[src/include/ann_defines.svh]
// Network sizes, datapath widths and the APB register map
`ifndef ANN_DEFINES_SVH
`define ANN_DEFINES_SVH

// Network shape
// Node count equals input count for feedback
`define ANN_INPUTS      8
`define ANN_NODES       8
`define ANN_LAYERS      2
`define ANN_FRAC_BITS   8

// Datapath widths
`define ANN_SAMPLE_W    16
`define ANN_ACC_W       36
`define ANN_IDX_W       3
`define ANN_LAYER_W     1

// APB widths
`define ANN_APB_AW      12
`define ANN_APB_DW      32

// Word registers with entry k at base + 4*k
// Weight entry k = (layer * ANN_NODES + node) * ANN_INPUTS + input
`define ANN_ADDR_CTRL       12'h000
`define ANN_ADDR_STATUS     12'h004
`define ANN_ADDR_RESULT     12'h008
`define ANN_ADDR_IMAGE      12'h100
`define ANN_ADDR_WEIGHT     12'h200
`define ANN_ADDR_NODE_OUT   12'h400

`endif

[src/verilog/ann_types_pkg.sv]
// Datapath types of the accelerator
// Q8.8 samples, activation and coefficient vectors, indices
// Controller states and buffer load selection
`default_nettype none
`include "ann_defines.svh"

package ann_types_pkg;

	// Signed Q8.8 value
	typedef logic signed [`ANN_SAMPLE_W-1:0] sample_t;

	// One sample per input for image, buffer and node outputs
	typedef sample_t [`ANN_INPUTS-1:0] act_vec_t;

	// One weight per node for the current input
	typedef sample_t [`ANN_NODES-1:0] coef_vec_t;

	// Node accumulator wide enough for a full layer of products
	typedef logic signed [`ANN_ACC_W-1:0] acc_t;

	typedef logic [`ANN_IDX_W-1:0] idx_t;
	typedef logic [`ANN_LAYER_W-1:0] layer_t;

	typedef enum logic [2:0] {
		IDLE,
		LOAD,
		CLEAR,
		RUN,
		STORE,
		DONE
	} ann_state_t;

	// What the activation buffer takes on the next edge
	typedef enum logic [1:0] {
		HOLD,
		LOAD_IMAGE,
		LOAD_NODES
	} load_sel_t;

endpackage

`default_nettype wire

[src/verilog/ann_activation_buffer.sv]
// Layer input register shared by all nodes
// Loads the image or the node outputs, gives the argmax of its contents
`timescale 1ns/100ps
`default_nettype none
`include "ann_defines.svh"

module ann_activation_buffer
	import ann_types_pkg::*;
(
	input  wire            clk,
	input  wire            n_rst,
	input  wire load_sel_t load_sel,
	input  wire act_vec_t  image,
	input  wire act_vec_t  node_out,
	output act_vec_t       data_in,
	output idx_t           class_idx
);

	sample_t best;

	always_ff @(posedge clk, negedge n_rst) begin
		if (!n_rst)
			data_in <= '0;
		else begin
			case (load_sel)
				LOAD_IMAGE: data_in <= image;
				LOAD_NODES: data_in <= node_out;
				default:    data_in <= data_in;
			endcase
		end
	end

	// Strict compare keeps the lowest index on ties
	always_comb begin
		best      = data_in[0];
		class_idx = '0;
		for (int i = 1; i < `ANN_INPUTS; i++) begin
			if (data_in[i] > best) begin
				best      = data_in[i];
				class_idx = idx_t'(i);
			end
		end
	end

endmodule

`default_nettype wire

[config.mk]
export PLATFORM = sky130hd
export DESIGN_NAME = ann_activation_buffer
export DESIGN_NICKNAME = d
export VERILOG_FILES = /design/src/verilog/ann_types_pkg.sv /design/src/verilog/ann_activation_buffer.sv
export VERILOG_INCLUDE_DIRS = /design/src /design/src/include
export SDC_FILE = /design/constraint.sdc
export NUM_CORES = 1
export LEC_CHECK = 0
export ABC_AREA = 1
export BUFFER_PORTS_ARGS = -buffer_cell sky130_fd_sc_hd__buf_2
export CAP_MARGIN = 20
export CORE_ASPECT_RATIO = 0.5
export CORE_MARGIN = 2
export CORE_UTILIZATION = 40
export DETAILED_ROUTE_END_ITERATION = 8
export PLACE_DENSITY = 0.69
export SLEW_MARGIN = 20
export SYNTH_ARGS = -nofsm -noshare
export SYNTH_HDL_FRONTEND = slang
export SYNTH_SLANG_ARGS = --single-unit
[constraint.sdc]
create_clock -name clk -period 33.8 [get_ports clk]
set_clock_uncertainty 0.05 [all_clocks]
set_input_delay 3.38 -clock clk [delete_from_list [all_inputs] [get_ports clk]]
set_output_delay 3.38 -clock clk [all_outputs]
set_load 0.01 [all_outputs]
# Yosys cells after proc, flatten, opt, wreduce, memory -nomap -nowiden
# Index checks and enable logic that the tools add are counted.
# classes
muxes	14
eq_ne	2
order_cmp	7
reduce_logical	1
# op_table
cell	n
$pmux W128 S2	1
$gt A16 B16 Y1	7
$mux W16	6
$mux W3	6
$eq A2 B1 Y1 const B	1
$eq A2 B2 Y1 const B	1
$reduce_bool A2 Y1	1
$mux W1	1
# totals
output_inout_bits	131
reg_bits	128

# Depth between registers and ports, before layout
# depth
word_depth	14
ltp_mapped	98
ltp_nobuf	92

# Worst setup path after synthesis
# Ideal clock, no wire load.
# synth_timing
kind	register to output
startpoint	reg data_in[15] (netlist name)
endpoint	out class_idx[2]
setup_slack_ps	18268
t_required_ps	30370
arrival_time_ps	12102
stages_incl_launch_ff	77
path_buffers	7
path_cell_list	dfrtp_1 -> inv_1 -> ha_1 -> a21oi_1 -> o21ai_1 -> a21oi_1 -> nand3_2 -> nand3_2 -> clkbuf_1 -> clkbuf_1 -> o21ai_0 -> ha_1 -> nand2_1 -> nor4_1 -> nand4_1 -> inv_1 -> nand3_1 -> nor2_1 -> [... 41 more ...] -> a2111o_1 -> or3_1 -> nand3_1 -> inv_1 -> clkbuf_1 -> nand2_1 -> nand2_1 -> ha_1 -> a21oi_1 -> nand3b_1 -> a21oi_1 -> a2111oi_0 -> o31ai_1 -> xnor2_1 -> o41ai_1 -> nand2_1 -> inv_1 -> nand3_1
# synth_between
elab_chain_len	14
# synth_rtl
element	line	rtl
from (decl)	ann_activation_buffer.sv:15	output act_vec_t data_in,
from (signal assigned)	ann_activation_buffer.sv:26	LOAD_IMAGE: data_in <= image;
from (signal assigned)	ann_activation_buffer.sv:27	LOAD_NODES: data_in <= node_out;
from (signal assigned)	ann_activation_buffer.sv:28	default: data_in <= data_in;
$gt A16 B16 Y1	ann_activation_buffer.sv:38	if (data_in[i] > best) begin
$mux W16 (*)	ann_activation_buffer.sv:38	
$gt A16 B16 Y1	ann_activation_buffer.sv:38	
$mux W16 (*)	ann_activation_buffer.sv:38	
$gt A16 B16 Y1	ann_activation_buffer.sv:38	
$mux W16	ann_activation_buffer.sv:38	
$gt A16 B16 Y1	ann_activation_buffer.sv:38	
$mux W16	ann_activation_buffer.sv:38	
$gt A16 B16 Y1	ann_activation_buffer.sv:38	
$mux W16	ann_activation_buffer.sv:38	
$gt A16 B16 Y1	ann_activation_buffer.sv:38	
$mux W16	ann_activation_buffer.sv:38	
$gt A16 B16 Y1	ann_activation_buffer.sv:38	
$mux W3 (*)	ann_activation_buffer.sv:38	
to (decl)	ann_activation_buffer.sv:16	output idx_t class_idx
# Mark *: on every way between the ends. The rest lies on a longest branch, timed or not.

# Worst setup path after layout
# Ends and elaborated chain as after synthesis.

==> results.sh <==
export IMPL_crit_top_cell="nand2_1"
export IMPL_tritoncts="done"
export IMPL_yosys_warnings=0
export IMPL_area_growth_pct=28.54
export IMPL_diodes=0
export IMPL_slew_viol_final=0
export IMPL_io_buffers=390
export IMPL_hold_buffers=0
export IMPL_end_kind="primary output"
export IMPL_floorplan_core_area_mm2=0.02397
export IMPL_yosysSeqAreaShare_pct=32.81
export IMPL_regMostFlops="data_in"
export IMPL_critPathTopFamily="simple AND/OR/NAND/NOR gates"
export IMPL_hold_path_class="flip-flop to flip-flop"
export IMPL_overflow=0
export IMPL_cts_setup_buffers=0
export IMPL_maxCapViolCount=0
export IMPL_worst_ep_arrival_time_ns=15.76
export IMPL_gp_congestion=0.9254
export IMPL_final_nets=2078
export IMPL_cp_depth=74
export IMPL_worst_slew_pin_slew_ns=1.069
export IMPL_cts_buffers=17
export IMPL_ys_ff_latch=128
export IMPL_worst_r2r_path_depth=2
export IMPL_crit_buf_inv=8
export IMPL_cts_resized=0
export IMPL_gr_usage_all_layers_pct=26.37
export IMPL_drtIter0Drc=851
export IMPL_critPathLaunchType="flip-flop"
export IMPL_setup_ws_ns=14.61
export IMPL_root_buffer="clkbuf_16"
export IMPL_seqCellArea_mm2=0.003203
export IMPL_cts_path_max_buffers=2
export IMPL_critical_path_required_ns=30.37
export IMPL_numClockSinks=128
export IMPL_hold_viol=0
export IMPL_rr_endpoint="data_in[31]"
export IMPL_r2r_start="data_in[31]"
export IMPL_critPathKind="flip-flop to primary output"
export IMPL_path_max_fanout=36
export IMPL_die_x_um=224.9
export IMPL_ios=391
export IMPL_drc=0
export IMPL_max_freq_mhz=52.12
export IMPL_period_share_pct=56.77
export IMPL_syn_inst=1370
export IMPL_period_needed_ns=19.19
export IMPL_drive_gt1_share_pct=25.84
export IMPL_clock_latency_ns=0.44
export IMPL_wl_per_cell_um=16.95
export IMPL_vias=10863
export IMPL_ant_nets=0
export IMPL_slowest_stage="o21ai_0"
export IMPL_finalSetupViolCount=0
export IMPL_initial_core_util_pct=40.72
export IMPL_cts_htree_levels=4
export IMPL_via_per_inst=5.322
export IMPL_synth_cell_types=41
export IMPL_top_regs="data_in (128)"
export IMPL_place_worst_setup_slack_ns=15.39
export IMPL_syn_nets=1735
export IMPL_n_fill_cell=2408
export IMPL_endpoint="class_idx[2]"
export IMPL_outcome="complete, no violations"
export IMPL_grt_max_degree=91
export IMPL_synthesis_area_mm2=0.009762
export IMPL_crit_path_start="data_in[15]"
export IMPL_synth_area_per_cell_um2=7.125
export IMPL_hpwl_mm=27.03
export IMPL_multi_input_area_mm2=0.005893
export IMPL_die_h_um=114.5
export IMPL_dieArea_mm2=0.02575
export IMPL_clk_pin_slew_ns=0.06
export IMPL_largest_reg_flops=128
export IMPL_cpPeakStageDelay_ns=0.58
export IMPL_rsz0062_at_grt="false"
export IMPL_first_pass_iters=5
export IMPL_grt_pass1_vias=9983
export IMPL_antenna_found_initial=0
export IMPL_rrSetupSlack_ns=32.90
export IMPL_wirelength_mm=34.60
export IMPL_fin_hold_ws_ns=0.5280
export IMPL_maxSlewHeadroom_pct=28.71
export IMPL_tns_ns=0
export IMPL_fp_row_count=40
export IMPL_grt_pass1_wl_mm=53.23
cell families (layout without fill, tap and decap cells):
logic type / count (synthesis) / in the layout / share of synthesized area [%]
buf+inv: 178 / 534 / 6.947
fa+ha+maj: 105 / 105 / 13.46
simple gates: 574 / 574 / 25.10
xor+xnor: 1 / 1 / 0.08974
flops: 128 / 128 / 32.81
compound gates: 384 / 384 / 21.60
synth_stat cells:
library cell / number / area share [%]
nand2_1: 346 / 13
a21oi_1: 249 / 13
dfrtp_1: 128 / 33
nor2_1: 114 / 4.4
ha_1: 105 / 13
inv_1: 101 / 3.9
clkbuf_1: 65 / 2.5
o21ai_0: 64 / 3.3
a22oi_1: 46 / 3.5
nand4_1: 41 / 2.6
nand3_1: 36 / 1.8
and2_1: 16 / 1.0
a211oi_1: 6 / 0.46
nand3_2: 5 / 0.51
buf_1: 4 / 0.15
nand2_2: 4 / 0.26
o21bai_1: 4 / 0.31
inv_2: 3 / 0.12
a221oi_1: 2 / 0.18
a31oi_1: 2 / 0.13
buf_2: 2 / 0.10
clkinv_1: 2 / 0.077
nand2_4: 2 / 0.23
nand3_4: 2 / 0.36
nand3b_1: 2 / 0.15
nor3_1: 2 / 0.10
nor4_1: 2 / 0.13
o21a_1: 2 / 0.15
a2111o_1: 1 / 0.12
a2111oi_0: 1 / 0.090
a21o_1: 1 / 0.077
buf_6: 1 / 0.12
nor3_2: 1 / 0.10
o211ai_1: 1 / 0.077
o21ai_1: 1 / 0.051
o221a_2: 1 / 0.12
o221ai_1: 1 / 0.090
o31ai_1: 1 / 0.077
o41ai_1: 1 / 0.090
or3_1: 1 / 0.064
xnor2_1: 1 / 0.090
per-layer routing:
layer	track usage [%]	wire length, um
met4	7.241	740
met3	4.593	1759
met2	43.74	16420
met1	35.68	15680
met5	0	0
tightest hold or removal path, cell delays in order, from the launching register on:
cell and delay (ns):
dfrtp_1 0.38, nor2_1 0.06, a21oi_1 0.10
through the flow:
stage                     cell area, um2  utilization [%]  instances
after floorplan                     9762                -       1370
after global placement             11890            49.61       2009
after detailed placement           11890            49.61       2009
after CTS                          12550            52.34       2041
after global routing               12550            52.34       2041
final                              12550            52.34       2041
final cells by class:
cell class	instances	share of cell area [%]
multi-input combinational	1064	46.96
sequential	128	25.53
timing repair buffer	396	15.96
clock buffer	20	3.560
inverter	106	3.191
tap	315	3.141
clock inverter	12	1.655
layout by cell type (no fill, tap or decap), drive strengths merged, types with 2 or more instances in the layout:
cell type and instances:
a221oi 2, a211oi 6, o21bai 4, a21oi 249, clkinv 5, buf 396, nor2 114, dfrtp 128
and2 16, nor3 3, ha 105, nand4 41, a22oi 46, clkinvlp 3, nand3b 2, o21ai 65
o21a 2, nand3 43, a31oi 2, nor4 2, inv 105, nand2 352, clkbuf 20, bufinv 5
worst min-delay path by stage:
stage / from / endpoint / cells after the start
3_3_place_gp: data_in[21] / data_in[21] / 2
2_1_floorplan: data_in[113] / data_in[113] / 2
4_1_cts: data_in[21] / data_in[21] / 2
3_5_place_dp: data_in[60] / data_in[60] / 2
6_report: data_in[21] / data_in[21] / 2
5_1_grt: data_in[7] / data_in[7] / 2
Power is not shown: default switching activity piles up to over one toggle a cycle in this logic, so the estimate is an artifact.
