<file path="src/include/ann_defines.svh">
// Network sizes, datapath widths and the APB register map
`ifndef ANN_DEFINES_SVH
`define ANN_DEFINES_SVH

// Network shape
// Node count equals input count for feedback
`define ANN_INPUTS      8
`define ANN_NODES       8
`define ANN_LAYERS      2
`define ANN_FRAC_BITS   8

// Datapath widths
`define ANN_SAMPLE_W    16
`define ANN_ACC_W       36
`define ANN_IDX_W       3
`define ANN_LAYER_W     1

// APB widths
`define ANN_APB_AW      12
`define ANN_APB_DW      32

// Word registers with entry k at base + 4*k
// Weight entry k = (layer * ANN_NODES + node) * ANN_INPUTS + input
`define ANN_ADDR_CTRL       12'h000
`define ANN_ADDR_STATUS     12'h004
`define ANN_ADDR_RESULT     12'h008
`define ANN_ADDR_IMAGE      12'h100
`define ANN_ADDR_WEIGHT     12'h200
`define ANN_ADDR_NODE_OUT   12'h400

`endif

</file>
<file path="src/verilog/ann_types_pkg.sv">
// Datapath types of the accelerator
// Q8.8 samples, activation and coefficient vectors, indices
// Controller states and buffer load selection
`default_nettype none
`include "ann_defines.svh"

package ann_types_pkg;

	// Signed Q8.8 value
	typedef logic signed [`ANN_SAMPLE_W-1:0] sample_t;

	// One sample per input for image, buffer and node outputs
	typedef sample_t [`ANN_INPUTS-1:0] act_vec_t;

	// One weight per node for the current input
	typedef sample_t [`ANN_NODES-1:0] coef_vec_t;

	// Node accumulator wide enough for a full layer of products
	typedef logic signed [`ANN_ACC_W-1:0] acc_t;

	typedef logic [`ANN_IDX_W-1:0] idx_t;
	typedef logic [`ANN_LAYER_W-1:0] layer_t;

	typedef enum logic [2:0] {
		IDLE,
		LOAD,
		CLEAR,
		RUN,
		STORE,
		DONE
	} ann_state_t;

	// What the activation buffer takes on the next edge
	typedef enum logic [1:0] {
		HOLD,
		LOAD_IMAGE,
		LOAD_NODES
	} load_sel_t;

endpackage

`default_nettype wire

</file>
<file path="src/verilog/input_node_timer.sv">
// Input index counter for the accumulate phase
// Flags the last input of a layer
`timescale 1ns/100ps
`default_nettype none
`include "ann_defines.svh"

module input_node_timer
	import ann_types_pkg::*;
(
	input  wire  clk,
	input  wire  n_rst,
	input  wire  timer_go,
	output idx_t input_num,
	output logic last_input
);

	assign last_input = timer_go && (input_num == idx_t'(`ANN_INPUTS - 1));

	// Counts while enabled and parks at 0 otherwise
	always_ff @(posedge clk, negedge n_rst) begin
		if (!n_rst)
			input_num <= '0;
		else if (timer_go && !last_input)
			input_num <= input_num + 1'b1;
		else
			input_num <= '0;
	end

	// Every layer starts from input 0
	a_parked: assert property (@(posedge clk) disable iff (!n_rst)
		!timer_go |-> input_num == '0);

endmodule

`default_nettype wire

</file>
<file path="config.mk">
export PLATFORM = sky130hd
export DESIGN_NAME = input_node_timer
export DESIGN_NICKNAME = d
export VERILOG_FILES = /design/src/verilog/ann_types_pkg.sv /design/src/verilog/input_node_timer.sv
export VERILOG_INCLUDE_DIRS = /design/src /design/src/include
export SDC_FILE = /design/constraint.sdc
export NUM_CORES = 1
export LEC_CHECK = 0
export ABC_AREA = 1
export BUFFER_PORTS_ARGS = -buffer_cell sky130_fd_sc_hd__buf_2
export CORE_AREA = 5 5 42 44
export DETAILED_ROUTE_END_ITERATION = 6
export DIE_AREA = 0 0 47 49
export PLACE_DENSITY = 0.32
export REMOVE_ABC_BUFFERS = 1
export SYNTH_ARGS = -nofsm -noshare
export SYNTH_HDL_FRONTEND = slang
export SYNTH_SLANG_ARGS = --single-unit
</file>
<file path="constraint.sdc">
create_clock -name clk -period 2.9 [get_ports clk]
set_input_delay 0.435 -clock clk [delete_from_list [all_inputs] [get_ports clk]]
set_output_delay 0.435 -clock clk [all_outputs]
set_load 0.005 [all_outputs]
</file>
-- Word-level counts from Yosys, hierarchy flattened
Cells that the tools add are included.
- add/subtract/negate cells: 1
- muxes and demuxes: 1
- eq/ne operators: 1
- reductions and logical operators: 3
- operator list (kind ; number):
    $add A3 B1 Y3 const B ; 1
    $eq A3 B3 Y1 const B ; 1
    $mux W3 ; 1
    $logic_and A1 B1 Y1 ; 2
    $logic_not A1 Y1 ; 1
- input port bits: 3
- bits in registers: 3
- logic and storage cells: 7
- output and inout bits: 4

-- Logic depth before layout (Yosys ltp)
Gate-level depths: netlist of run 1.
- depth after elaboration: 5
- depth in mapped cells: 5
- depth with buffers taken out: 5

-- Least setup slack after synthesis of run 1
No wires, ideal clock.
- path type: reg2out
- start: register input_num[0]
- end: output port last_input
- required time: 2.465 ns
- arrival: 0.854 ns
- cell stages (with the launch flop): 5
- buffers on the path: 0
- setup slack: 1.611 ns
- cells stage by stage: dfrtp_1 > ha_1 > ha_1 > nand2_1 > inv_1
- word-level cells in the longest chain between the ends: 2
- ends and longest elaborated chain (element ; line ; source):
    from (decl) ; input_node_timer.sv:13 ; output idx_t input_num,
    from (signal assigned) ; input_node_timer.sv:24 ; input_num <= input_num + 1'b1;
    $eq A3 B3 Y1 ; input_node_timer.sv:17 ; assign last_input = timer_go && (input_num == idx_t'(`ANN_INPUTS - 1));
    $logic_and A1 B1 Y1 ; input_node_timer.sv:17 ;
    to (decl) ; input_node_timer.sv:14 ; output logic last_input
Every way passes these cells.

-- Worst setup path after layout of run 1
Ends and elaborated chain as after synthesis.

==> results.cfg, run 1 <==
[worst_hold_path]
hold_class = flop to flop

[sta]
setup_viol = 0
tns_ns = 0
tightest_slew_ns = 0.102
rsz0062_at_grt = false
period_minus_slack_ns = 1.65
fmax_mhz = 606
finalCritPeriodShare_pct = 56.9
setup_slack_ns = 1.25
clock_skew_ns = 0.00340
finalMaxSlewViolations = 0
finalHoldViolations = 0
slew_headroom_pct = 93.2

[synthesis]
syn_area_per_cell_um2 = 9.74
seq_area_frac_synth_pct = 55.0
synth_compound_area_share_pct = 0
synth-seq-cells = 3
ys_types = 6
synth.area.mux_share_pct = 0
syn_area_um2 = 136
synth_warnings = 0
yosys.area_share.simple_pct = 15.6
synth-xor-area-share_pct = 0
yosys.area_share.adder_pct = 18.3
syn_inst = 14
synth_top_family_by_area = adder cells

[layout]
top_register = input_num
syn2layout_area_growth_pct = 63.3
drive_gt1_share_pct = 40.0
final_common_cell = buf_2
nNetsFinal = 31
final_cell_mix = buf_2 (6), inv_1 (4), nor2_1 (3), clkbuf_4 (3), dfrtp_1 (3)
fillers = 170
diodes = 0
largest_reg_flops = 3
largestRegisters = input_num x3
final_core_util_pct = 15.9

[route]
vias = 118
avgViaCountPerCell = 2.88
drt-initial-drc-count = 3
wl_um = 286
ant_nets = 0
post-route-drc-count = 0
drt_first_pass_iters = 2
wl_per_cell_um = 6.98

[floorplan]
ios = 7
die_w_um = 47
start_util_pct = 9.73
rows = 14
dieArea_mm2 = 0.00230
dieHeight_um = 49
core_area_mm2 = 0.00140

[grt]
met2_usage_pct = 2.94
grt_overflow = 0
grt_usage_pct = 3.17
grt_max_degree = 4
grt_busiest_layer = met4
antenna_found_initial = 0
grt_use_met3_pct = 1.11
grt_use_met1_pct = 3.75
grt_pass1_wl_um = 462
grt_pass1_vias = 127

[setup_path]
crit_fanout = 3
endpoint_kind = primary output
critPathArrivalTime_ns = 1.21
critPathLaunchType = flop
critPathRequiredTime_ns = 2.47
path_class = flop to primary output

[clock_tree]
cts_buffers = 3
cts.sinks = 3
cts_tree = built
cts_root_buffer = clkbuf_4
clock_latency_ns = 0.23
cts.path.max_buffers = 2
cts_setup_buffers = 0
clkTransAtPathRegs_ns = 0.04
h-tree-depth = 1

[power]
p_comb_share_pct = 10.1
pwr-share-clk_pct = 54.6
irDropWorstVdd_mv = 0.157
power.switching_mw = 0.0312
sw_frac_of_total_pct = 23.0
p_per_area_mw_per_mm2 = 608
leakagePower_nw = 0.133
seqPwrFrac_pct = 35.3
internal-power_mw = 0.104

[run_status]
status = complete, no violations

[placed_design]
gp_congestion = 0.664
dp_slack_ns = 1.49
portBuffers = 6

[flow_run]
maxCapViolations = 0
==> layer usage <==
layer  up-vias  part of all wire, %
li1         61                    -
met1        46                   51
met2         9                   26
met3         2                   16
met4         0                  6.3
met5         -                    0
==> worst paths after layout <==
| kind | from | end | slack [ns] | cells past startpoint |
|---|---|---|---|---|
| max | input_num[0] | last_input | 1.25 | 5 |
| min | input_num[0] | input_num[0] | 0.46 | 1 |
| max reg2reg | input_num[0] | input_num[1] | 1.84 | 5 |
| min reg2reg | input_num[0] | input_num[0] | 0.46 | 1 |
| max in group asynchronous | n_rst | input_num[1] | 2.27 | 2 |
| min in group asynchronous | n_rst | input_num[0] | 0.52 | 2 |
==> critical path, cell delays in order (launching register included) <==
cell	delay, ns
dfrtp_1	0.39
ha_1	0.20
ha_1	0.19
nand2_1	0.06
inv_1	0.03
buf_2	0.11
==> power by group through the flow <==
| stage | clock network, mW | logic, mW | registers (mW) |
|---|---|---|---|
| 6_report | 0.0738 | 0.0137 | 0.0478 |
| 5_1_grt | 0.0805 | 0.0163 | 0.0484 |
| 4_1_cts | 0.0775 | 0.0140 | 0.0478 |
| 2_1_floorplan | 0 | 0.00559 | 0.0484 |
| 3_5_place_dp | 0 | 0.0129 | 0.0483 |
| 3_3_place_gp | 0 | 0.0126 | 0.0481 |
==> synth_stat cells (all sizes together) <==
library cell	number	area [um2]
inv	4	15.0
dfrtp	3	75.1
nor2	3	11.3
ha	2	25.0
nand2	2	10.0
==> cell families (layout without fill, tap and decap cells) <==
kind of cell	Yosys count	count (layout)
flip-flops	3	3
AND/OR/NAND/NOR	5	5
adder cells (fa/ha/maj)	2	2
buffers and inverters	4	15
==> timing repair <==
item                                   CTS  global route
endpoints found under the hold margin    3             0
gates resized for setup                  0             0
hold buffers                             1             0
==> cell type report <==
type | count | area [um2] | area share [%]
Tap cell | 16 | 20.0 | 8.99
Sequential cell | 3 | 75.1 | 33.7
Inverter | 4 | 15.0 | 6.74
Multi-Input combinational cell | 7 | 46.3 | 20.8
Clock buffer | 4 | 26.3 | 11.8
Timing Repair Buffer | 7 | 40.0 | 18.0
==> per-stage QoR <==
step                      total power [mW]  std cells  hold WS [ns]  area, um2
after floorplan                     0.0540         14         0.139        136
after global placement              0.0607         36         0.230        186
after detailed placement            0.0612         36         0.233        186
after CTS                            0.139         41         0.460        223
after global routing                 0.145         41         0.479        223
final                                0.135         41         0.457        223
Power figures use the tool's default switching activity.
==> run 2: changes to the inputs <==
==> constraint.sdc (replaced) <==
create_clock -name clk -period 1.6 [get_ports clk]
set_input_delay 0.24 -clock clk [delete_from_list [all_inputs] [get_ports clk]]
set_output_delay 0.24 -clock clk [all_outputs]
set_load 0.005 [all_outputs]
==> results.cfg, run 2 (synthesis results as in run 1) <==
[route]
wl_um = 293
drt-initial-drc-count = 6
vias = 125
avgViaCountPerCell = 3.05
wl_per_cell_um = 7.15
ant_nets = 0
post-route-drc-count = 0
drt_first_pass_iters = 2

[layout]
top_register = input_num
syn2layout_area_growth_pct = 63.3
diodes = 0
final_cell_mix = buf_2 (6), inv_1 (4), nor2_1 (3), clkbuf_4 (3), dfrtp_1 (3)
final_common_cell = buf_2
largestRegisters = input_num x3
nNetsFinal = 31
largest_reg_flops = 3
fillers = 164
drive_gt1_share_pct = 40.0

[floorplan]
dieArea_mm2 = 0.00230
ios = 7
dieHeight_um = 49
core_area_mm2 = 0.00140
start_util_pct = 9.73
die_w_um = 47
rows = 14

[power]
total_power_mw = 0.243
pwr-share-clk_pct = 53.9
p_per_area_mw_per_mm2 = 1090
seqPwrFrac_pct = 35.7
sw_frac_of_total_pct = 22.2
p_comb_share_pct = 10.4
leakagePower_nw = 0.133
power.switching_mw = 0.0540
irDropWorstVdd_mv = 0.591
internal-power_mw = 0.189

[setup_path]
crit_fanout = 3
critPathLaunchType = flop
reg2reg_depth = 5
path_class = flop to primary output
endpoint_kind = primary output
regToRegStartpoint = input_num[0]
r2r_slack_ns = 0.52
r2r_end = input_num[1]
critPathRequiredTime_ns = 1.36
critPathArrivalTime_ns = 1.23
crit_end = last_input
timing.critical_path.from = input_num[0]

[sta]
period_minus_slack_ns = 1.47
tns_ns = 0
tightest_slew_ns = 0.116
setup_viol = 0
finalHoldViolations = 0
finalCritPeriodShare_pct = 91.7
clock_skew_ns = 0.00590
rsz0062_at_grt = false
finalMaxSlewViolations = 0
slew_headroom_pct = 92.3
holdWs_ns = 0.279
fmax_mhz = 681

[placed_design]
gp_congestion = 0.676
portBuffers = 6

[clock_tree]
h-tree-depth = 1
clkTransAtPathRegs_ns = 0.04
cts_buffers = 3
cts_setup_buffers = 0
cts.path.max_buffers = 2
cts.sinks = 3
cts_tree = built
cts_root_buffer = clkbuf_4
post_cts_resize_count = 0
clock_latency_ns = 0.23

[grt]
antenna_found_initial = 0
grt_pass1_vias = 120
grt_overflow = 0
grt_usage_pct = 3.53
grt_max_degree = 4
grt_pass1_wl_um = 524

[worst_hold_path]
hold_class = input pin to flop

[run_status]
status = complete, no violations

[flow_run]
maxCapViolations = 0
## run 2: power groups by stage
stage / Clock, mW / Sequential (mW) / Combinational, mW
final: 0.131 / 0.0866 / 0.0253
after detailed placement: 0 / 0.0875 / 0.0236
after global placement: 0 / 0.0868 / 0.0231
after CTS: 0.136 / 0.0867 / 0.0264
after floorplan: 0 / 0.0877 / 0.0101
after global routing: 0.152 / 0.0875 / 0.0305
## run 2: critical path, stage by stage (launching register included)
cell	delay (ns)
dfrtp_1	0.39
ha_1	0.21
ha_1	0.20
nand2_1	0.06
inv_1	0.03
buf_2	0.11
## run 2: final cells by class
cell class | instances | area [um2] | share of cell area [%]
sequential | 3 | 75.1 | 33.7
tap | 16 | 20.0 | 8.99
multi-input combinational | 7 | 46.3 | 20.8
clock buffer | 4 | 26.3 | 11.8
inverter | 4 | 15.0 | 6.74
timing repair buffer | 7 | 40.0 | 18.0
## run 2: metrics by stage
stage | worst slack, ns | instances | util [%] | cell area, um2
2_1_floorplan | 0.506 | 14 | - | 136
3_3_place_gp | 0.408 | 36 | 13.3 | 186
3_5_place_dp | 0.363 | 36 | 13.3 | 186
4_1_cts | 0.117 | 41 | 15.9 | 223
5_1_grt | 0.0366 | 41 | 15.9 | 223
6_report | 0.132 | 41 | 15.9 | 223
## run 2: worst min path at each step
stage,startpoint,endpoint,cells past startpoint
2_1_floorplan,n_rst,input_num[0],0
3_3_place_gp,n_rst,input_num[1],1
3_5_place_dp,n_rst,input_num[0],1
4_1_cts,timer_go,input_num[2],3
5_1_grt,timer_go,input_num[2],3
6_report,timer_go,input_num[2],3
## run 2: what timing repair did
item	CTS	global route
endpoints found under the setup margin	0	0
hold endpoints to repair	3	0
hold buffers	1	0
## run 2: per-layer routing
layer	GRT usage, %	up-vias	routed length, um
li1	-	64	-
met1	4.42	52	141
met2	3.17	9	90
met3	4.80	0	61
met4	1.38	0	0
met5	0	-	0
