$ cat src/include/ann_defines.svh
// Network sizes, datapath widths and the APB register map
`ifndef ANN_DEFINES_SVH
`define ANN_DEFINES_SVH

// Network shape
// Node count equals input count for feedback
`define ANN_INPUTS      8
`define ANN_NODES       8
`define ANN_LAYERS      2
`define ANN_FRAC_BITS   8

// Datapath widths
`define ANN_SAMPLE_W    16
`define ANN_ACC_W       36
`define ANN_IDX_W       3
`define ANN_LAYER_W     1

// APB widths
`define ANN_APB_AW      12
`define ANN_APB_DW      32

// Word registers with entry k at base + 4*k
// Weight entry k = (layer * ANN_NODES + node) * ANN_INPUTS + input
`define ANN_ADDR_CTRL       12'h000
`define ANN_ADDR_STATUS     12'h004
`define ANN_ADDR_RESULT     12'h008
`define ANN_ADDR_IMAGE      12'h100
`define ANN_ADDR_WEIGHT     12'h200
`define ANN_ADDR_NODE_OUT   12'h400

`endif

$ cat src/verilog/ann_types_pkg.sv
// Datapath types of the accelerator
// Q8.8 samples, activation and coefficient vectors, indices
// Controller states and buffer load selection
`default_nettype none
`include "ann_defines.svh"

package ann_types_pkg;

	// Signed Q8.8 value
	typedef logic signed [`ANN_SAMPLE_W-1:0] sample_t;

	// One sample per input for image, buffer and node outputs
	typedef sample_t [`ANN_INPUTS-1:0] act_vec_t;

	// One weight per node for the current input
	typedef sample_t [`ANN_NODES-1:0] coef_vec_t;

	// Node accumulator wide enough for a full layer of products
	typedef logic signed [`ANN_ACC_W-1:0] acc_t;

	typedef logic [`ANN_IDX_W-1:0] idx_t;
	typedef logic [`ANN_LAYER_W-1:0] layer_t;

	typedef enum logic [2:0] {
		IDLE,
		LOAD,
		CLEAR,
		RUN,
		STORE,
		DONE
	} ann_state_t;

	// What the activation buffer takes on the next edge
	typedef enum logic [1:0] {
		HOLD,
		LOAD_IMAGE,
		LOAD_NODES
	} load_sel_t;

endpackage

`default_nettype wire

$ cat src/verilog/ann_controller.sv
// Sequencing FSM of the accelerator
// Image load, then clear, run and store for every layer, then done
`timescale 1ns/100ps
`default_nettype none
`include "ann_defines.svh"

module ann_controller
	import ann_types_pkg::*;
(
	input  wire       clk,
	input  wire       n_rst,
	input  wire       start,
	input  wire       last_input,
	output load_sel_t load_sel,
	output logic      clear_acc,
	output logic      accumulate,
	output logic      timer_go,
	output layer_t    layer,
	output logic      busy,
	output logic      done
);

	ann_state_t state;
	ann_state_t next_state;
	logic       last_layer;

	assign last_layer = layer == layer_t'(`ANN_LAYERS - 1);

	always_ff @(posedge clk, negedge n_rst) begin
		if (!n_rst) begin
			state <= IDLE;
			layer <= '0;
		end else begin
			state <= next_state;
			// Next layer after each store and back to 0 after the last
			if (state == STORE)
				layer <= last_layer ? '0 : layer + 1'b1;
		end
	end

	always_comb begin
		next_state = state;
		case (state)
			IDLE:  if (start) next_state = LOAD;
			LOAD:  next_state = CLEAR;
			CLEAR: next_state = RUN;
			RUN:   if (last_input) next_state = STORE;
			STORE: next_state = last_layer ? DONE : CLEAR;
			DONE:  if (start) next_state = LOAD;
			default: next_state = IDLE;
		endcase
	end

	// Moore outputs
	always_comb begin
		case (state)
			LOAD:    load_sel = LOAD_IMAGE;
			STORE:   load_sel = LOAD_NODES;
			default: load_sel = HOLD;
		endcase
	end

	assign clear_acc  = state == CLEAR;
	assign accumulate = state == RUN;
	assign timer_go   = state == RUN;
	assign busy       = state inside {LOAD, CLEAR, RUN, STORE};
	assign done       = state == DONE;

	// Outputs fed back only after the timer has seen the last input
	a_load_nodes: assert property (@(posedge clk) disable iff (!n_rst)
		load_sel == LOAD_NODES |-> state == STORE && $past(last_input));

endmodule

`default_nettype wire

$ cat config.mk
export PLATFORM = sky130hd
export DESIGN_NAME = ann_controller
export DESIGN_NICKNAME = d
export VERILOG_FILES = /design/src/verilog/ann_types_pkg.sv /design/src/verilog/ann_controller.sv
export VERILOG_INCLUDE_DIRS = /design/src /design/src/include
export SDC_FILE = /design/constraint.sdc
export NUM_CORES = 1
export LEC_CHECK = 0
export BUFFER_PORTS_ARGS = -buffer_cell sky130_fd_sc_hd__clkbuf_2
export CELL_PAD_IN_SITES_DETAIL_PLACEMENT = 1
export CELL_PAD_IN_SITES_GLOBAL_PLACEMENT = 1
export CORE_AREA = 2 2 39 41
export DETAILED_ROUTE_END_ITERATION = 10
export DIE_AREA = 0 0 41 43
export GPL_ROUTABILITY_DRIVEN = 0
export HOLD_SLACK_MARGIN = 0.08
export PLACE_DENSITY = 0.69
export REMOVE_ABC_BUFFERS = 1
export SLEW_MARGIN = 20
export SYNTH_ARGS = -nofsm -noshare
export SYNTH_HDL_FRONTEND = slang
export SYNTH_SLANG_ARGS = --single-unit
$ cat constraint.sdc
create_clock -name clk -period 0.9 [get_ports clk]
set_input_delay 0.045 -clock clk [delete_from_list [all_inputs] [get_ports clk]]
set_output_delay 0.045 -clock clk [all_outputs]
set_load 0.05 [all_outputs]
[Word level (Yosys, flattened, before mapping)]
Cells that the tools add are included.
Word-level totals
  input bits: 4
  register bits: 4
  logic and storage cells: 20
  output and inout port bits: 8
Operators by class
  multiplexer cells: 6
  reduce and logical (&&, ||, !) cells: 4
  equal/unequal tests: 7
  $add $sub $neg: 1
Operators with widths (number)
  3-bit one-hot mux with 5 select lines: 1
  3-bit 2-to-1 mux: 3
  3-bit by 2-bit equality test with 1-bit output (second input constant): 2
  3-bit equality test (second input constant): 2
  2-bit one-hot mux with 2 select lines: 1
  4-bit nonzero test: 1
  3-bit by 1-bit equality test with 1-bit output (second input constant): 1
  3-bit zero test: 1
  2-bit by 1-bit != test with 1-bit output (second input constant): 1
  2-bit != test (second input constant): 1
  2-bit AND reduction: 1
  2-bit OR reduction: 1
  1-bit adder (second input constant): 1
  1-bit 2-to-1 mux: 1

[Logic depth before layout (Yosys ltp)]
Gate-level depths: netlist of the first run.
  word-level depth: 4
  mapped depth: 3
  depth with buffers taken out: 2

[Worst setup path after synthesis of the first run]
Ideal clock, no wire load.
  path type: register -> register
  start: reg state[1]
  end: reg state[1]
  path buffers: 1
  setup time: 0.068 ns
  clock period less this slack: 1.428 ns
  data required time: 0.832 ns
  path slack: -0.528 ns
  arrival: 1.360 ns
  stages on the path, launching flop included: 4
  cell sequence: dfrtp_1 buf_6 nor3b_2 a211o_1
On the way
  longest elaborated chain between the ends: 4
  elaborated cells on any way between the ends: 11
  those cells by class: eq/ne: 7; mux: 1; reduce/logical: 3
RTL lines
  from (decl): RTL line ann_controller.sv:23  | ann_state_t state;
  from (signal assigned): RTL line ann_controller.sv:34  | state <= next_state;
  3-bit equality test / 3-bit zero test (equally long branches): RTL line ann_controller.sv:43  | case (state)
  2-bit OR reduction (no line)
  2-bit by 1-bit != test with 1-bit output (no line)
  2-bit AND reduction (no line)
Parallel ways exist; a longest one is shown, timed or not.
A chain may end at the register's enable or synchronous reset.

[Worst setup path after layout of the first run]
  start: reg state[0]
  end: out load_sel[1]
On the way
  longest elaborated chain between the ends: 2
  elaborated cells on any way between the ends: 3
  those cells by class: eq/ne: 2; mux: 1
RTL lines
  3-bit equality test / 3-bit by 1-bit equality test with 1-bit output (equally long branches): RTL line ann_controller.sv:56  | case (state)
  2-bit one-hot mux with 2 select lines (*): RTL line ann_controller.sv:56
  to (decl): RTL line ann_controller.sv:14  | output load_sel_t load_sel,
Every way passes the cells marked *; elsewhere a longest branch is shown, timed or not.

==> reports/metrics.csv, run 1 <==
stage;metric;value;unit
yosys;most frequent cell after synthesis;dfrtp_1;
sta;Tightest Pin Transition;0.224;ns
critical_path;worst path required time;0.85;ns
critical_path;FF-to-FF path depth;4;
yosys;Ys Warns;0;
grt;largest net degree at the start of global routing;9;
yosys;Yosys cell types;21;
yosys;Synth Register Bits;4;
critical_path;Reg-to-Reg Start;state[0];
yosys;FFs w/ async S/R, synth;100;%
clock_network;CTS tree;yes;
layout;Layout area overhead;108;%
critical_path;critical path capture point type;primary output;
layout;nets@finish;64;
drt;Pre-Repair DR Iteration Count;2;
clock_network;Worst-path clk slew;0.04;ns
hold_path;min-delay src;last_input;
layout;diode count;0;
yosys;sequential area share after synthesis;31.4;%
sta;skew final;0.00616;ns
drt;drt total wl;1.05;mm
sta;relative slew slack;85.1;%
grt;Tot GR Track Use;13.7;%
clock_network;H-tree Lvls;1;
yosys;Syn Area/Cell;11.0;um2
layout;Final Instance Area;663;um2
floorplan;io pins;12;
critical_path;Critical Path AT;1.26;ns
hold_path;end of the worst hold path;state[2];
clock_network;clk buf depth;2;
job;Max-cap violations;0;
drt;vias per cell;4.61;
yosys;Post-synth EDFFs;0;
sta;fin worst setup slack;-0.406;ns
clock_network;Root Buffer;clkbuf_4;
grt;antenna violations before repair;0;
outcome;status;complete, but fails checks;
drt;Wirelength per Cell;14.1;um
placed_design;setup slack at placement;-0.292;ns
sta;setup tns final;-3.66;ns
placed_design;DP HPWL;618;um
sta;hold_ws;0.107;ns
grt;vias in the first global route;342;
placed_design;Post-Place Cell Area;420;um2
drt;DRT iter0 DRCs;3;
sta;Period minus WS final;1.31;ns
outcome;failing checks;negative setup slack;
grt;first-pass GRT wire length;1.54;mm
floorplan;Initial Utilization;23.1;%
drt;post-route ant nets;0;
floorplan;Die X;41;um
hold_path;Worst Hold Depth;2;
drt;routed via count;341;
yosys;top cells by area, synth;dfrtp_1, buf_6, nor3b_4;
sta;Max Freq;766;MHz
floorplan;Rows;14;
yosys;top_reg_cell synth;dfrtp_1;
critical_path;r2r setup slk;-0.34;ns
sta;Slew Limit Fails;0;
floorplan;Core Area;0.00138;mm2
yosys;Synth Instances;29;
drt;drt drc;0;
yosys;Post-synth top cells;dfrtp_1, buf_6, nand2_1, nor2_1, nor2b_1;
hold_path;Hold WC Path Type;in -> reg;
grt;GRT overflow;0;
floorplan;Die ar.;0.00176;mm2
yosys;Synth area leader;dfrtp_1;
placed_design;I/O Buffers;11;
layout;share of post-route cells with drive strength above 1;75.9;%
sta;crit share post-route;145;%
clock_network;latest clock arrival within the worst-skew pair;0.24;ns
floorplan;Die H;43;um
critical_path;RR Endpoint;layer;
clock_network;Num CTS Buffers;3;
sta;RSZ-0062 raised after global routing;yes;
clock_network;# clock sinks;4;
critical_path;crit path kind;reg -> out;
critical_path;Worst Path Max Fanout;8;
yosys;synthesized area;319;um2
yosys;area share of the largest cell type after synthesis;31.4;%
sta;Fin. Hold Viols;0;
critical_path;Startpoint Class;flop;
sta;final setup violating endpoints;12;
==> cell families after synthesis <==
| group | count (synthesis) | share of synthesized area (%) |
|---|---|---|
| and+or+nand+nor | 15 | 37.3 |
| AOI/OAI and AO/OA | 4 | 12.9 |
| DFF | 4 | 31.4 |
| buffers and inverters | 4 | 12.9 |
| xor gates and xnor gates | 2 | 5.49 |
==> what timing repair did <==
action,in CTS,in global routing
hold buffers,2,0
setup endpoints to repair,12,12
resized for setup,23,10
hold endpoints to repair,5,0
pin swaps,2,3
setup buffers,7,3
==> layout by cell type (no fill, tap or decap), types with 2 or more instances in the layout <==
master	instances
clkbuf_2	3
nand2_1	2
buf_4	12
clkbuf_4	3
dfrtp_2	3
buf_8	5
and3b_2	2
dlygate4sd3_1	2
nor3b_4	2
buf_6	5
nor2_1	2
==> routing by layer <==
metal	global-route usage, %	share of wire [%]
met1	14.6	37
met2	22.5	56
met3	2.09	5.4
met4	10.0	1.8
met5	0	0
==> worst max-delay path by stage <==
stage,start,to,slack (ns),depth (start not counted)
final,state[0],load_sel[1],-0.41,3
after global routing,state[0],load_sel[1],-0.46,3
after CTS,state[2],load_sel[0],-0.40,3
after detailed placement,state[0],state[2],-0.29,2
after global placement,state[0],state[2],-0.27,2
after floorplan,state[0],state[2],-0.74,2
==> registers in the layout, indices dropped and copies added (netlist names) <==
register  flops
state         3
layer         1
==> metrics by stage <==
| stage | utilization, % | std cells |
|---|---|---|
| after floorplan | - | 25 |
| after global placement | 30.4 | 59 |
| after detailed placement | 30.4 | 59 |
| after CTS | 44.6 | 71 |
| after global routing | 47.9 | 74 |
| final | 47.9 | 74 |
==> area by class of cell <==
class	instances	area, um2
Fill cell	150	721
Timing Repair Buffer	30	315
Multi-Input combinational cell	21	201
Sequential cell	4	104
Clock buffer	3	22.5
Tap cell	16	20.0
==> critical path, cell delays in order (launching register included) <==
cell and delay [ns]:
dfrtp_2 0.46, buf_6 0.14, nor3b_4 0.24, buf_12 0.17
Power of run 1 is left out: the tool's default activity adds up to more than one toggle a clock period on the data nets, which glitch-free logic cannot reach.
==> run 2: changes to the inputs <==
--- a/config.mk
+++ b/config.mk
@@ -14,7 +14,7 @@
 export DIE_AREA = 0 0 41 43
 export GPL_ROUTABILITY_DRIVEN = 0
 export HOLD_SLACK_MARGIN = 0.08
-export PLACE_DENSITY = 0.69
+export PLACE_DENSITY_LB_ADDON = 0.15
 export REMOVE_ABC_BUFFERS = 1
 export SLEW_MARGIN = 20
 export SYNTH_ARGS = -nofsm -noshare
==> run 2 against run 1 <==
  * Worst setup slack better by 0.017 ns
  * Non-clock buffer count is 6 lower
  * Design area is 6.0% lower
  * Register-to-register slack better by 0.03 ns
  * Fmax is 1.3% higher
  * Sequential share of layout area is 0.81 points higher
  * The run still ends with negative setup slack left
  * Clock-buffer cell count stayed put
  * Final cell count is 8.1% lower
  * First-iteration DRC count is 100% lower
  * Highest routed layer is now met3
  * Clock skew is 0.0048 ns lower
==> reports/metrics.csv, run 2 (synthesized netlist as in run 1, its figures left out) <==
stage;metric;value;unit
outcome;status;complete, but fails checks;
outcome;failing checks;negative setup slack;
floorplan;Die H;43;um
sta;Slew Limit Fails;0;
sta;skew final;0.00136;ns
clock_network;Num CTS Buffers;3;
grt;largest net degree at the start of global routing;9;
floorplan;io pins;12;
critical_path;Worst Path Max Fanout;8;
critical_path;crit-path cells;buf_6, nor3b_4, buf_12;
drt;post-route ant nets;0;
sta;Fin. Hold Viols;0;
grt;GRT overflow;0;
grt;grt met2 use;16.9;%
sta;Period minus WS final;1.29;ns
critical_path;worst path required time;0.85;ns
layout;Layout area overhead;95.3;%
sta;fin worst setup slack;-0.389;ns
drt;routed via count;294;
clock_network;H-tree Lvls;1;
critical_path;crit path kind;reg -> out;
sta;Max Freq;776;MHz
clock_network;clk buf depth;2;
floorplan;Rows;14;
placed_design;I/O Buffers;11;
clock_network;Root Buffer;clkbuf_4;
clock_network;# clock sinks;4;
clock_network;CTS tree;yes;
floorplan;Die ar.;0.00176;mm2
grt;first-pass GRT wire length;1.37;mm
drt;drt total wl;817;um
grt;vias in the first global route;304;
layout;area occupied by multi-input gates;195;um2
critical_path;Startpoint Class;flop;
critical_path;CP max stage cell;dfrtp_2;
critical_path;Largest stage delay, worst path;0.46;ns
drt;drt drc;0;
grt;Tot GR Track Use;11.8;%
grt;M1 GR Usage;15.6;%
layout;commonest non-fill, non-tap cell in the layout;buf_6;
layout;Register Area;103;um2
layout;diode count;0;
layout;commonest cells after routing, fill and taps aside;buf_6, buf_8, buf_4;
drt;Pre-Repair DR Iteration Count;1;
grt;met3 Use GR;3.14;%
floorplan;Core Area;0.00138;mm2
job;Max-cap violations;0;
sta;crit share post-route;143;%
sta;RSZ-0062 raised after global routing;yes;
layout;Biggest register;state;
floorplan;Die X;41;um
hold_path;Hold WC Path Type;in -> reg;
drt;Wirelength per Cell;12.0;um
critical_path;critical path capture point type;primary output;
critical_path;Critical Path AT;1.24;ns
critical_path;Critical path buffers and inverters;2;
sta;Tightest Pin Transition;0.271;ns
sta;final setup violating endpoints;12;
grt;antenna violations before repair;0;
sta;relative slew slack;81.7;%
drt;vias per cell;4.32;
clock_network;Worst-path clk slew;0.03;ns
sta;setup tns final;-3.39;ns
layout;# fillers;145;
layout;nets@finish;58;
layout;Largest regs;state (3), layer (1);
floorplan;Initial Utilization;23.1;%
grt;global-route layer with the greatest usage;met2;
layout;share of post-route cells with drive strength above 1;69.2;%
layout;Largest register FFs;3;
clock_network;latest clock arrival within the worst-skew pair;0.23;ns
drt;DRT iter0 DRCs;0;
critical_path;delay-heaviest family, CP;flip-flops;
==> run 2: cell type report <==
cell class                 count  area share, %
tap                           16           3.21
sequential                     4           16.5
clock buffer                   3           3.61
timing repair buffer          24           45.4
multi-input combinational     21           31.3
==> run 2: worst reg2reg max path: stages, from the launching register on <==
cell     delay (ns)
dfrtp_2        0.44
buf_6          0.14
buf_6          0.11
nor4b_1        0.29
a211o_1        0.16
==> run 2: routing by layer <==
metal | vias up | part of all wire, %
met3 | 0 | 3.4
met1 | 142 | 39
met2 | 5 | 57
met4 | 0 | 0
li1 | 147 | -
met5 | - | 0
==> run 2: repair_timing <==
action	4_1_cts	5_1_grt
hold endpoints to repair	5	0
resized for setup	23	8
pin swaps	4	5
endpoints found under the setup margin	12	12
setup buffers	4	1
hold buffers	2	0
==> run 2: through the flow <==
| step | hold WS, ns | utilization (%) | cells | worst slack [ns] | area, um2 |
|---|---|---|---|---|---|
| after floorplan | -0.251 | - | 25 | -0.739 | 278 |
| after global placement | -0.144 | 30.9 | 58 | -0.241 | 428 |
| after detailed placement | -0.143 | 30.9 | 58 | -0.277 | 428 |
| after CTS | 0.114 | 42.9 | 67 | -0.393 | 594 |
| after global routing | 0.109 | 45.0 | 68 | -0.455 | 623 |
| final | 0.110 | 45.0 | 68 | -0.389 | 623 |
==> run 2: final timing paths <==
check,endpoint,slack [ns],depth (start not counted),from
setup / recovery,load_sel[1],-0.39,3,state[1]
hold / removal,state[2],0.11,2,last_input
setup reg to reg,state[1],-0.31,4,state[0]
hold reg to reg,layer,0.69,3,layer
max in group asynchronous,state[1],0.60,2,n_rst
min in group asynchronous,layer,0.16,2,n_rst
Power of run 2 is left out for the same reason.
==> run 3: changes to the inputs <==
--- a/config.mk
+++ b/config.mk
@@ -6,7 +6,7 @@
 export SDC_FILE = /design/constraint.sdc
 export NUM_CORES = 1
 export LEC_CHECK = 0
-export BUFFER_PORTS_ARGS = -buffer_cell sky130_fd_sc_hd__clkbuf_2
+export BUFFER_PORTS_ARGS = -buffer_cell sky130_fd_sc_hd__buf_4
 export CELL_PAD_IN_SITES_DETAIL_PLACEMENT = 1
 export CELL_PAD_IN_SITES_GLOBAL_PLACEMENT = 1
 export CORE_AREA = 2 2 39 41
==> run 3 against run 2 <==
  * The flow still finishes with violations (negative setup slack)
  * Wire length up 7.1%
  * Worst setup slack better by 0.030 ns
  * Clock skew up 0.00066 ns
  * Global-route usage down 1.3 points
  * Core utilization up 0.090 points
  * Via count up 3.1%
  * Register-to-register slack about the same
  * Clock-buffer cell count unchanged
  * Final cell count up 5.9%
  * Design area up 0.20%
  * Hold slack worse by 0.0062 ns
  * Fmax up 2.4%
==> reports/metrics.csv, run 3 (synthesized netlist as in run 1, its figures left out) <==
stage;metric;value;unit
outcome;status;complete, but fails checks;
outcome;failing checks;negative setup slack;
floorplan;Die H;43;um
layout;Biggest register;state;
floorplan;Rows;14;
sta;crit share post-route;140;%
clock_network;Num CTS Buffers;3;
placed_design;DP HPWL;510;um
critical_path;r2r setup slk;-0.31;ns
floorplan;io pins;12;
drt;Pre-Repair DR Iteration Count;2;
grt;M1 GR Usage;11.4;%
critical_path;CP endpoint;busy;
critical_path;crit path kind;reg -> out;
floorplan;Die ar.;0.00176;mm2
layout;final core utilization;45.1;%
critical_path;Startpoint Class;flop;
layout;commonest non-fill, non-tap cell in the layout;buf_4;
floorplan;Die X;41;um
placed_design;I/O Buffers;11;
layout;Largest regs;state (3), layer (1);
grt;vias in the first global route;292;
clock_network;latest clock arrival within the worst-skew pair;0.23;ns
sta;relative slew slack;81.9;%
drt;vias per cell;4.21;
clock_network;H-tree Lvls;1;
sta;RSZ-0062 raised after global routing;yes;
layout;diode count;0;
drt;post-route ant nets;0;
drt;routed via count;303;
critical_path;RR Endpoint;state[1];
layout;post-route insts no fill;72;
layout;Layout area overhead;95.7;%
critical_path;worst path required time;0.85;ns
clock_network;# clock sinks;4;
sta;Period minus WS final;1.26;ns
clock_network;Root Buffer;clkbuf_4;
sta;skew final;0.00202;ns
layout;commonest cells after routing, fill and taps aside;buf_4, buf_6, clkbuf_4, buf_8;
grt;largest net degree at the start of global routing;10;
sta;Tightest Pin Transition;0.268;ns
clock_network;Worst-path clk slew;0.04;ns
critical_path;Worst Path Max Fanout;4;
job;Max-cap violations;0;
sta;setup tns final;-3.50;ns
layout;nets@finish;62;
grt;antenna violations before repair;0;
sta;Max Freq;794;MHz
grt;global-route layer with the greatest usage;met2;
sta;Slew Limit Fails;0;
grt;grt met2 use;18.8;%
layout;Largest register FFs;3;
clock_network;clk buf depth;2;
grt;met3 Use GR;0;%
placed_design;Cells after DPL;58;
critical_path;Critical Path AT;1.21;ns
sta;final setup violating endpoints;12;
sta;hold_ws;0.104;ns
critical_path;Reg-to-Reg Start;state[0];
critical_path;Worst Setup SP;state[1];
sta;Fin. Hold Viols;0;
grt;GRT overflow;0;
grt;first-pass GRT wire length;1.21;mm
drt;DRT iter0 DRCs;2;
drt;Wirelength per Cell;12.2;um
floorplan;Initial Utilization;23.1;%
floorplan;Core Area;0.00138;mm2
hold_path;Hold WC Path Type;in -> reg;
critical_path;critical path capture point type;primary output;
grt;Tot GR Track Use;10.5;%
sta;fin worst setup slack;-0.359;ns
drt;drt total wl;875;um
layout;share of post-route cells with drive strength above 1;73.2;%
drt;drt drc;0;
critical_path;FF-to-FF path depth;4;
clock_network;CTS tree;yes;
==> run 3: cell types whose count changed in the layout (fill, tap and decap cells not counted), sizes merged <==
| cell | delta |
|---|---|
| clkbuf | -5 |
| buf | +9 |
==> run 3: layout make-up <==
type	instances	area (um2)
fillers	161	759
repair buffers	28	279
multi-input cells	21	200
flip-flops and latches	4	103
clock buffers	3	22.5
well taps	16	20.0
==> run 3: worst min path at each step <==
stage / from / end / slack [ns] / cells past startpoint
2_1_floorplan: n_rst / layer / -0.25 / 0
3_3_place_gp: n_rst / layer / -0.16 / 1
3_5_place_dp: n_rst / layer / -0.16 / 1
4_1_cts: start / state[0] / 0.09 / 3
5_1_grt: start / state[0] / 0.11 / 3
6_report: start / state[0] / 0.10 / 3
==> run 3: per-layer routing <==
layer / routed length (um) / share of wire [%]
met1: 310 / 35
met2: 544 / 62
met3: 20 / 2.3
met4: 0 / 0
met5: 0 / 0
==> run 3: per-stage QoR <==
stage                     area [um2]  setup WS [ns]
after floorplan                  278         -0.739
after global placement           438         -0.189
after detailed placement         438         -0.213
after CTS                        588         -0.354
after global routing             624         -0.404
final                            624         -0.359
==> run 3: worst max-delay path, stage by stage (launching register included) <==
cell	delay [ns]
dfrtp_2	0.42
buf_12	0.14
nor2_4	0.09
xnor2_1	0.12
buf_4	0.22
==> run 3: what timing repair did <==
item / CTS / global route
resized for setup: 18 / 4
hold buffers: 2 / 0
buffers inserted: 7 / 2
hold endpoints to repair: 5 / 0
pin swaps: 2 / 3
endpoints found under the setup margin: 12 / 12
Power of run 3 is left out for the same reason.
